<file path="config.mk">
export PLATFORM = sky130hd
export DESIGN_NAME = issue_stage
export DESIGN_NICKNAME = d
export VERILOG_FILES = /design/src/hdl/issue_pkg.sv /design/src/hdl/operand_gather.sv /design/src/hdl/issue_select.sv /design/src/hdl/branch_resolve.sv /design/src/hdl/issue_stage.sv
export SDC_FILE = /design/constraint.sdc
export NUM_CORES = 2
export LEC_CHECK = 0
export BUFFER_PORTS_ARGS = -buffer_cell sky130_fd_sc_hd__buf_2
export CAP_MARGIN = 15
export CORE_AREA = 2 2 616 618
export DETAILED_ROUTE_END_ITERATION = 12
export DIE_AREA = 0 0 618 620
export RECOVER_POWER = 25
export SLEW_MARGIN = 20
export SYNTH_ARGS = -nofsm -noshare
export SYNTH_HDL_FRONTEND = slang
export SYNTH_HIERARCHICAL = 1
export SYNTH_SLANG_ARGS = --single-unit
</file>
<file path="constraint.sdc">
create_clock -name clock -period 19.7 [get_ports clock]
set_input_delay 1.97 -clock clock [delete_from_list [all_inputs] [get_ports clock]]
set_output_delay 1.97 -clock clock [all_outputs]
set_load 0.03 [all_outputs]
</file>
<file path="src/hdl/issue_pkg.sv">
package issue_pkg;

  // Execution class of a decoded instruction that selects the target unit
  typedef enum logic [2:0] {
    class_alu    = 3'd0,
    class_muldiv = 3'd1,
    class_load   = 3'd2,
    class_store  = 3'd3,
    class_branch = 3'd4,
    class_jump   = 3'd5
  } inst_class_e;

  // The ordered branch conditions test signed A against zero
  typedef enum logic [2:0] {
    cond_unconditional = 3'd0,
    cond_eq            = 3'd1,
    cond_ne            = 3'd2,
    cond_gt            = 3'd3,
    cond_ge            = 3'd4,
    cond_lt            = 3'd5,
    cond_le            = 3'd6
  } branch_cond_e;

  typedef struct packed {
    logic [31:0]  pc;
    logic [31:0]  branch_target;
    logic [4:0]   a_reg;
    logic         a_reg_valid;
    logic [4:0]   b_reg;
    logic         b_reg_valid;
    logic [4:0]   dest_reg;
    logic         dest_reg_valid;
    inst_class_e  inst_class;
    branch_cond_e branch_cond;
    // Jump target comes from operand A instead of branch_target
    logic         reg_target;
  } dec_inst_t;

  // Answer of the ROB associative lookup for one queue slot
  typedef struct packed {
    logic [31:0] a_value;
    logic [31:0] b_value;
    logic        a_present;
    logic        a_valid;
    logic        b_present;
    logic        b_valid;
  } rob_lookup_t;

  typedef struct packed {
    logic [31:0] a;
    logic [31:0] b;
  } operand_pair_t;

  // Everything a unit needs to start an instruction
  typedef struct packed {
    dec_inst_t     inst;
    operand_pair_t operands;
  } issue_op_t;

  // Link write from the branch resolver into the ROB
  typedef struct packed {
    logic [31:0] result;
    logic [4:0]  dest_reg;
    logic        dest_reg_valid;
    logic        pc_valid;
  } rob_write_t;

endpackage

</file>
<file path="src/hdl/operand_gather.sv">
`timescale 1ns/1ps

module operand_gather (
  input  issue_pkg::dec_inst_t     inst[4],
  input  issue_pkg::rob_lookup_t   lookup[4],
  input  logic [31:0]              reg_data[8],
  output issue_pkg::operand_pair_t operands[4],
  output logic                     operands_ready[4]
);

  logic a_usable[4];
  logic b_usable[4];

  for (genvar i = 0; i < 4; i++) begin : g_slot
    // A newer value in the ROB overrides the register file copy
    assign operands[i].a = lookup[i].a_present ? lookup[i].a_value : reg_data[2*i];
    assign operands[i].b = lookup[i].b_present ? lookup[i].b_value : reg_data[2*i+1];

    // Either the register file is current or the ROB has already produced the value
    assign a_usable[i] = ~lookup[i].a_present | lookup[i].a_valid;
    assign b_usable[i] = ~lookup[i].b_present | lookup[i].b_valid;

    // Operands the instruction does not read never hold it back
    assign operands_ready[i] = (a_usable[i] | ~inst[i].a_reg_valid) &
                               (b_usable[i] | ~inst[i].b_reg_valid);
  end

endmodule

</file>
<file path="src/hdl/issue_select.sv">
`timescale 1ns/1ps

module issue_select #(
  parameter int rob_index_width = 4
) (
  input  logic                         entry_valid[4],
  input  issue_pkg::dec_inst_t         entry_inst[4],
  input  logic [rob_index_width-1:0]   entry_rob_slot[4],
  input  issue_pkg::operand_pair_t     operands[4],
  input  logic                         operands_ready[4],
  input  logic                         ls_ready,
  input  logic                         alu_ready,
  input  logic                         muldiv_ready,
  input  logic                         branch_ready,
  output logic                         consume_enable,
  output logic [1:0]                   consume_count,
  output issue_pkg::issue_op_t         ls_op,
  output logic [rob_index_width-1:0]   ls_rob_slot,
  output logic                         ls_valid,
  output issue_pkg::issue_op_t         alu_op,
  output logic [rob_index_width-1:0]   alu_rob_slot,
  output logic                         alu_valid,
  output issue_pkg::issue_op_t         muldiv_op,
  output logic [rob_index_width-1:0]   muldiv_rob_slot,
  output logic                         muldiv_valid,
  output issue_pkg::issue_op_t         branch_op,
  output logic [rob_index_width-1:0]   branch_rob_slot,
  output logic                         branch_issue
);

  issue_pkg::issue_op_t slot_op[4];
  logic                 delay_slot_ok[4];

  always_comb begin
    for (int i = 0; i < 4; i++) begin
      slot_op[i].inst     = entry_inst[i];
      slot_op[i].operands = operands[i];
    end
    // A branch may only leave together with its delay slot instruction
    for (int i = 0; i < 3; i++) begin
      delay_slot_ok[i] = entry_valid[i + 1];
    end
    delay_slot_ok[3] = 1'b0;
  end

  always_comb begin
    logic       stop;
    logic [2:0] count;
    logic [2:0] count_minus_one;

    stop            = 1'b0;
    count           = 3'd0;
    ls_valid        = 1'b0;
    alu_valid       = 1'b0;
    muldiv_valid    = 1'b0;
    branch_issue    = 1'b0;
    ls_op           = slot_op[0];
    alu_op          = slot_op[0];
    muldiv_op       = slot_op[0];
    branch_op       = slot_op[0];
    ls_rob_slot     = entry_rob_slot[0];
    alu_rob_slot    = entry_rob_slot[0];
    muldiv_rob_slot = entry_rob_slot[0];
    branch_rob_slot = entry_rob_slot[0];

    // Issue stays in order because the first slot that cannot leave blocks all later ones
    for (int i = 0; i < 4; i++) begin
      if (!stop) begin
        if (!entry_valid[i] || !operands_ready[i]) begin
          stop = 1'b1;
        end else begin
          case (entry_inst[i].inst_class)
            issue_pkg::class_branch, issue_pkg::class_jump: begin
              if (!branch_issue && branch_ready && delay_slot_ok[i]) begin
                branch_issue    = 1'b1;
                branch_op       = slot_op[i];
                branch_rob_slot = entry_rob_slot[i];
              end else begin
                stop = 1'b1;
              end
            end
            issue_pkg::class_load, issue_pkg::class_store: begin
              if (!ls_valid && ls_ready) begin
                ls_valid    = 1'b1;
                ls_op       = slot_op[i];
                ls_rob_slot = entry_rob_slot[i];
              end else begin
                stop = 1'b1;
              end
            end
            issue_pkg::class_muldiv: begin
              if (!muldiv_valid && muldiv_ready) begin
                muldiv_valid    = 1'b1;
                muldiv_op       = slot_op[i];
                muldiv_rob_slot = entry_rob_slot[i];
              end else begin
                stop = 1'b1;
              end
            end
            issue_pkg::class_alu: begin
              if (!alu_valid && alu_ready) begin
                alu_valid    = 1'b1;
                alu_op       = slot_op[i];
                alu_rob_slot = entry_rob_slot[i];
              end else if (!muldiv_valid && muldiv_ready) begin
                // The multiply/divide unit also executes plain ALU work
                muldiv_valid    = 1'b1;
                muldiv_op       = slot_op[i];
                muldiv_rob_slot = entry_rob_slot[i];
              end else begin
                stop = 1'b1;
              end
            end
            default: stop = 1'b1;
          endcase
          if (!stop) begin
            count = count + 3'd1;
          end
        end
      end
    end

    // The queue takes the count minus one, so four issued wraps to 3
    count_minus_one = count - 3'd1;
    consume_count   = count_minus_one[1:0];
    consume_enable  = (count != 3'd0);
  end

endmodule

</file>
<file path="src/hdl/branch_resolve.sv">
`timescale 1ns/1ps

module branch_resolve #(
  parameter int rob_index_width = 4
) (
  input  logic                         clock,
  input  logic                         reset_n,
  input  logic                         branch_stall,
  input  issue_pkg::issue_op_t         branch_op,
  input  logic [rob_index_width-1:0]   branch_rob_slot,
  input  logic                         branch_issue,
  output logic                         branch_ready,
  output logic [31:0]                  redirect_pc,
  output logic                         redirect_valid,
  output issue_pkg::rob_write_t        rob_write,
  output logic [rob_index_width-1:0]   rob_write_slot,
  output logic                         rob_write_valid
);

  logic                       stall_d;
  logic                       held_valid;
  issue_pkg::issue_op_t       held_op;
  logic [rob_index_width-1:0] held_slot;

  issue_pkg::issue_op_t       act_op;
  logic [rob_index_width-1:0] act_slot;
  logic                       act_valid;
  logic [31:0]                a;
  logic                       a_gez;
  logic                       a_gtz;
  logic                       cond_ok;

  always_ff @(posedge clock or negedge reset_n) begin
    if (!reset_n) begin
      stall_d    <= 1'b0;
      held_valid <= 1'b0;
    end else begin
      stall_d <= branch_stall;
      if (branch_stall && !stall_d) begin
        held_valid <= branch_issue;
      end
    end
  end

  // Snapshot of the branch in flight when fetch starts to stall
  always_ff @(posedge clock) begin
    if (branch_stall && !stall_d) begin
      held_op   <= branch_op;
      held_slot <= branch_rob_slot;
    end
  end

  assign branch_ready = ~stall_d;

  assign act_op    = stall_d ? held_op : branch_op;
  assign act_slot  = stall_d ? held_slot : branch_rob_slot;
  assign act_valid = stall_d ? held_valid : branch_issue;

  assign a     = act_op.operands.a;
  assign a_gez = ~a[31];
  assign a_gtz = a_gez & (a != 32'd0);

  always_comb begin
    case (act_op.inst.branch_cond)
      issue_pkg::cond_unconditional: cond_ok = 1'b1;
      issue_pkg::cond_eq:            cond_ok = (a == act_op.operands.b);
      issue_pkg::cond_ne:            cond_ok = (a != act_op.operands.b);
      issue_pkg::cond_gt:            cond_ok = a_gtz;
      issue_pkg::cond_ge:            cond_ok = a_gez;
      issue_pkg::cond_lt:            cond_ok = ~a_gez;
      issue_pkg::cond_le:            cond_ok = ~a_gtz;
      default:                       cond_ok = 1'b0;
    endcase
  end

  // Jumps always redirect, branches only when their condition holds
  assign redirect_valid = act_valid &
                          ((act_op.inst.inst_class == issue_pkg::class_jump) |
                           ((act_op.inst.inst_class == issue_pkg::class_branch) & cond_ok));
  assign redirect_pc    = act_op.inst.reg_target ? a : act_op.inst.branch_target;

  // Link skips the delay slot
  assign rob_write.result         = act_op.inst.pc + 32'd8;
  assign rob_write.dest_reg       = act_op.inst.dest_reg;
  assign rob_write.dest_reg_valid = act_op.inst.dest_reg_valid;
  assign rob_write.pc_valid       = redirect_valid;
  assign rob_write_slot           = act_slot;
  assign rob_write_valid          = ~branch_stall;

endmodule

</file>
<file path="src/hdl/issue_stage.sv">
`timescale 1ns/1ps

module issue_stage #(
  parameter int rob_index_width = 4
) (
  input  logic                         clock,
  input  logic                         reset_n,
  input  logic                         entry_valid[4],
  input  issue_pkg::dec_inst_t         entry_inst[4],
  input  logic [rob_index_width-1:0]   entry_rob_slot[4],
  output logic                         consume_enable,
  output logic [1:0]                   consume_count,
  output logic [4:0]                   lookup_areg[4],
  output logic [4:0]                   lookup_breg[4],
  output logic [rob_index_width-1:0]   lookup_slot[4],
  input  issue_pkg::rob_lookup_t       lookup[4],
  output logic [4:0]                   reg_addr[8],
  input  logic [31:0]                  reg_data[8],
  output issue_pkg::issue_op_t         ls_op,
  output logic [rob_index_width-1:0]   ls_rob_slot,
  output logic                         ls_valid,
  input  logic                         ls_ready,
  output issue_pkg::issue_op_t         alu_op,
  output logic [rob_index_width-1:0]   alu_rob_slot,
  output logic                         alu_valid,
  input  logic                         alu_ready,
  output issue_pkg::issue_op_t         muldiv_op,
  output logic [rob_index_width-1:0]   muldiv_rob_slot,
  output logic                         muldiv_valid,
  input  logic                         muldiv_ready,
  input  logic                         branch_stall,
  output logic [31:0]                  redirect_pc,
  output logic                         redirect_valid,
  output issue_pkg::rob_write_t        rob_write,
  output logic [rob_index_width-1:0]   rob_write_slot,
  output logic                         rob_write_valid
);

  issue_pkg::operand_pair_t   operands[4];
  logic                       operands_ready[4];
  issue_pkg::issue_op_t       branch_op;
  logic [rob_index_width-1:0] branch_rob_slot;
  logic                       branch_issue;
  logic                       branch_ready;

  // Slot i reads A at register port 2i and B at port 2i+1
  for (genvar i = 0; i < 4; i++) begin : g_fanout
    assign lookup_areg[i]   = entry_inst[i].a_reg;
    assign lookup_breg[i]   = entry_inst[i].b_reg;
    assign lookup_slot[i]   = entry_rob_slot[i];
    assign reg_addr[2*i]    = entry_inst[i].a_reg;
    assign reg_addr[2*i+1]  = entry_inst[i].b_reg;
  end

  operand_gather i_operand_gather (
    .inst           (entry_inst),
    .lookup         (lookup),
    .reg_data       (reg_data),
    .operands       (operands),
    .operands_ready (operands_ready)
  );

  issue_select #(
    .rob_index_width (rob_index_width)
  ) i_issue_select (
    .entry_valid     (entry_valid),
    .entry_inst      (entry_inst),
    .entry_rob_slot  (entry_rob_slot),
    .operands        (operands),
    .operands_ready  (operands_ready),
    .ls_ready        (ls_ready),
    .alu_ready       (alu_ready),
    .muldiv_ready    (muldiv_ready),
    .branch_ready    (branch_ready),
    .consume_enable  (consume_enable),
    .consume_count   (consume_count),
    .ls_op           (ls_op),
    .ls_rob_slot     (ls_rob_slot),
    .ls_valid        (ls_valid),
    .alu_op          (alu_op),
    .alu_rob_slot    (alu_rob_slot),
    .alu_valid       (alu_valid),
    .muldiv_op       (muldiv_op),
    .muldiv_rob_slot (muldiv_rob_slot),
    .muldiv_valid    (muldiv_valid),
    .branch_op       (branch_op),
    .branch_rob_slot (branch_rob_slot),
    .branch_issue    (branch_issue)
  );

  branch_resolve #(
    .rob_index_width (rob_index_width)
  ) i_branch_resolve (
    .clock           (clock),
    .reset_n         (reset_n),
    .branch_stall    (branch_stall),
    .branch_op       (branch_op),
    .branch_rob_slot (branch_rob_slot),
    .branch_issue    (branch_issue),
    .branch_ready    (branch_ready),
    .redirect_pc     (redirect_pc),
    .redirect_valid  (redirect_valid),
    .rob_write       (rob_write),
    .rob_write_slot  (rob_write_slot),
    .rob_write_valid (rob_write_valid)
  );

endmodule

</file>
======== Word-level counts from Yosys, hierarchy flattened ========
Index checks and enable logic that the tools add are counted.
cells by class
  shift-type cells ........................ 0
  add/subtract/negate cells ............... 5
  multiply operators ...................... 0
  div/mod/pow operators ................... 0
  mux-type cells .......................... 209
  bitwise gates (word level) .............. 44
  equality and inequality tests ........... 28
  magnitude comparators ................... 0
  reductions and logical operators ........ 53
operator list
  operator                 count
  $mux W153                45
  $pmux W153 S2            3
  $mux W32                 9
  $mux W4                  45
  $mux W1                  85
  $eq A3 B3 Y1 const B     11
  $add A32 B4 Y32 const B  1
  $eq A32 B32 Y1           1
  $ne A32 B32 Y1           1
  $reduce_bool A32 Y1      1
  $eq A3 B2 Y1 const B     10
  $mux W3                  10
  $pmux W4 S2              3
  $logic_not A1 Y1         20
  $not A1 Y1               20
  $or A1 B1 Y1             17
  $eq A3 B1 Y1 const B     5
  $logic_and A1 B1 Y1      15
  $logic_not A3 Y1         5
  $reduce_or A2 Y1         7
  $pmux W1 S4              3
  $add A3 B1 Y3 const B    3
  $pmux W1 S2              4
  $and A1 B1 Y1            7
  other kinds (5)          8
word-level totals
  register bits after elaboration ......... 159
  ROM bits ................................ 0
  memories kept ........................... 0
  RAM bits ................................ 0
  word-level logic and storage cells ...... 355
  latch bits .............................. 0

======== Logic depth before layout (Yosys ltp) ========
  word-level depth ........................ 32
  mapped depth ............................ 24

======== By module ========
Netlist, hierarchy kept.
modules (own cells, without submodules)
  module          seq. area each (um2)  area an instance (um2)  cells each  times used
  issue_select    0.0                   18287.5                 3062        1
  branch_resolve  4404.2                7793.7                  598         1
  operand_gather  0.0                   4414.2                  300         1
  issue_stage     0.0                   720.7                   96          1

======== Least setup slack after synthesis ========
Ideal clock, no wire load.
  kind .................................... input to register
  start point ............................. input branch_stall
  end point ............................... register i_branch_resolve.held_valid
  buffers on the path ..................... 0
  stages on the path ...................... 3
  setup slack ............................. 10.484 ns
  required time ........................... 19.604 ns
  library setup time ...................... 0.096 ns
  arrival ................................. 9.120 ns
  cells stage by stage .................... inv_1 -> nor2_1 -> mux2_2
on the way
  word-level cells in the longest chain between the ends .. 1
ends and longest elaborated chain
  item                  RTL line              RTL
  from (decl)           issue_stage.sv:31     input logic branch_stall,
  $logic_and A1 B1 Y1   branch_resolve.sv:39  if (branch_stall && !stall_d) begin
  to (signal assigned)  branch_resolve.sv:40  held_valid <= branch_issue;
  to (decl)             branch_resolve.sv:21  logic held_valid;
Every way passes these cells.
A chain may end at the register's enable or synchronous reset.

==> out/metrics.cfg <==
[status]
status=finished, violations left
failed_checks=capacitance limit, slew limit

[placement]
gp_congestion=0.9995
io_buffers=1559
place_inst=10260
place_area_um2=43480
hpwl_um=335600

[clock_network]
cts_resized=0
clockBufferDepth=2
cts_sinks=147
cts_buffers=17
cts-root-buf=clkbuf_16
hold_buffers=0
cts_tree=done
cts_setup_buffers=0
clock_latency_ps=510
h-tree-depth=4
cts.clk_slew.worst_paths_ps=70

[floorplanning]
rows=226
core-area_um2=377200
die_h_um=620
io_pins=1560
start_util_pct=8.215
die_area_um2=383200
die_w_um=618

[final_layout]
area_growth_pct=43.31
final_cell_area_um2=44410
drive_above_1_share_pct=39.80
stdcell_count=10490
fill_cells=44290
nNetsFinal=6178

[sta]
fmax_ghz=0.08920
tightest_slew_ps=4346
grt_setup_unrepaired=false
fin_crit_ps=11210
fin_worst_skew_ps=18.86
hold_violations=0
slew_violations=150
setup_viol=0
tns_ps=0
relSlewSlack_pct=-189.8
timing.hold.ws_ps=505.2
fin_crit_sh_pct=56.91

[power]
power_per_cell_area_nw_per_um2=39.92
p_leak_nw=18.57
vdd_drop_max_mv=0.03803

[yosys]
syn_area_um2=30990
synthCells=4019
avgSynthCellArea_um2=7.710
ys_warn_count=6
synth_nets=4934

[worst_setup_path]
cpMostUsedCell=buf_4
path_cells=buf_4 -> and3b_1 -> a31oi_1 -> nand2_1 -> nor4_2 -> and2_4 -> buf_4 -> buf_4 -> o21ai_0 -> xor2_1 -> nor2_1 -> nand4_1 -> o41ai_1 -> nand4_1 -> a221o_1 -> o21ai_1 -> buf_2
required_ps=17730
critPathBufInv=4
critPathKind=input port to output port
startpoint_type=input port
crit_fanout=83
worstPathArrival_ps=9240
slowest_stage=a31oi_1
worstSetupEndpointType=output port
cpLargestDelayFamily=compound AO/OA/AOI/OAI gates
reg2reg_slack_ps=12880
slowest_delay_ps=830

[route]
wire_per_inst_um=36.47
wl_um=382500
vias=40740
dr.pass1.iters=6
ant_nets=0
first_iter_violations=4675
drt-vias-per-instance=3.884
drc=0

[flow_run]
cap_violations=3

[global_route]
grt_usage_pct=18.98
grt_overflow=0
grt_max_degree=138
grt_pass1_wl_um=459700
antenna_found_initial=387
grt_pass1_vias=36390

[min_path]
hold_class=flip-flop to flip-flop

sequential cells by signal, summed over array words and instances (netlist names):
name and flops:
i_branch_resolve/stall_d 1, i_branch_resolve/held_valid 1, i_branch_resolve/held_slot 4, i_branch_resolve/held_op 141
layer usage:
metal / vias up / routed length (µm) / track usage (%)
li1: 17000 / - / -
met1: 19630 / 131600 / 19.68
met2: 2995 / 175900 / 30.99
met3: 946 / 43380 / 8.202
met4: 174 / 30540 / 12.99
met5: - / 1112 / 0.3662
power by group:
| part | leakage [nW] | total [W] | switching [W] | internal (W) |
|---|---|---|---|---|
| sequential | 1.39 | 0.000375 | 0.0000114 | 0.000363 |
| combinational | 16.9 | 0.00106 | 0.000751 | 0.000307 |
| clock | 0.281 | 0.000340 | 0.000165 | 0.000175 |
stage by stage:
step                      power (W)  setup slack, ps  util, %
after global placement     0.001446             8377    11.52
after floorplan           0.0008917            10480        -
after CTS                  0.001794             8428    11.67
after detailed placement   0.001445             8412    11.53
after global routing       0.001841             8122    11.72
final                      0.001773             8489    11.77
final timing paths:
| kind | cells past startpoint | from | end |
|---|---|---|---|
| min in group asynchronous | 1 | reset_n | i_branch_resolve/held_valid$_DFFE_PN0P_ |
| max in group asynchronous | 1 | reset_n | i_branch_resolve/stall_d$_DFF_PN0_ |
| setup reg to reg | 3 | i_branch_resolve/stall_d$_DFF_PN0_ | i_branch_resolve/held_op[14]$_DFFE_PP_ |
| setup / recovery | 17 | lookup[69] | rob_write[0] |
| hold / removal | 1 | i_branch_resolve/held_valid$_DFFE_PN0P_ | i_branch_resolve/held_valid$_DFFE_PN0P_ |
| hold reg to reg | 1 | i_branch_resolve/held_valid$_DFFE_PN0P_ | i_branch_resolve/held_valid$_DFFE_PN0P_ |
worst register-to-register path: stages, from the launching register on:
cell	delay, ps
dfrtp_4	680
nor2_4	170
clkbuf_1	2960
clkbuf_1	2520
placed cells by master (no fill, tap or decap), types with 41 or more instances in the layout:
cell type	n
buf_2	1462
diode_2	197
xnor2_1	58
nand2_1	954
a21oi_1	41
buf_4	112
o21ai_0	718
clkbuf_1	94
edfxtp_1	145
mux2_4	236
xor2_1	43
o21ai_1	195
mux2_2	192
mux2i_1	670
area by class of cell:
type                            instances  area, µm²  area share (%)
Inverter                               14      52.55          0.1183
Timing Repair Buffer                 1673       8627           19.43
Sequential cell                       147       4408           9.926
Multi-Input combinational cell       3410      23990           54.03
Antenna cell                          197      493.0           1.110
Clock inverter                         14      126.4          0.2846
Clock buffer                           18      429.2          0.9664
Tap cell                             5016       6276           14.13
(Power assumes the default switching activity.)
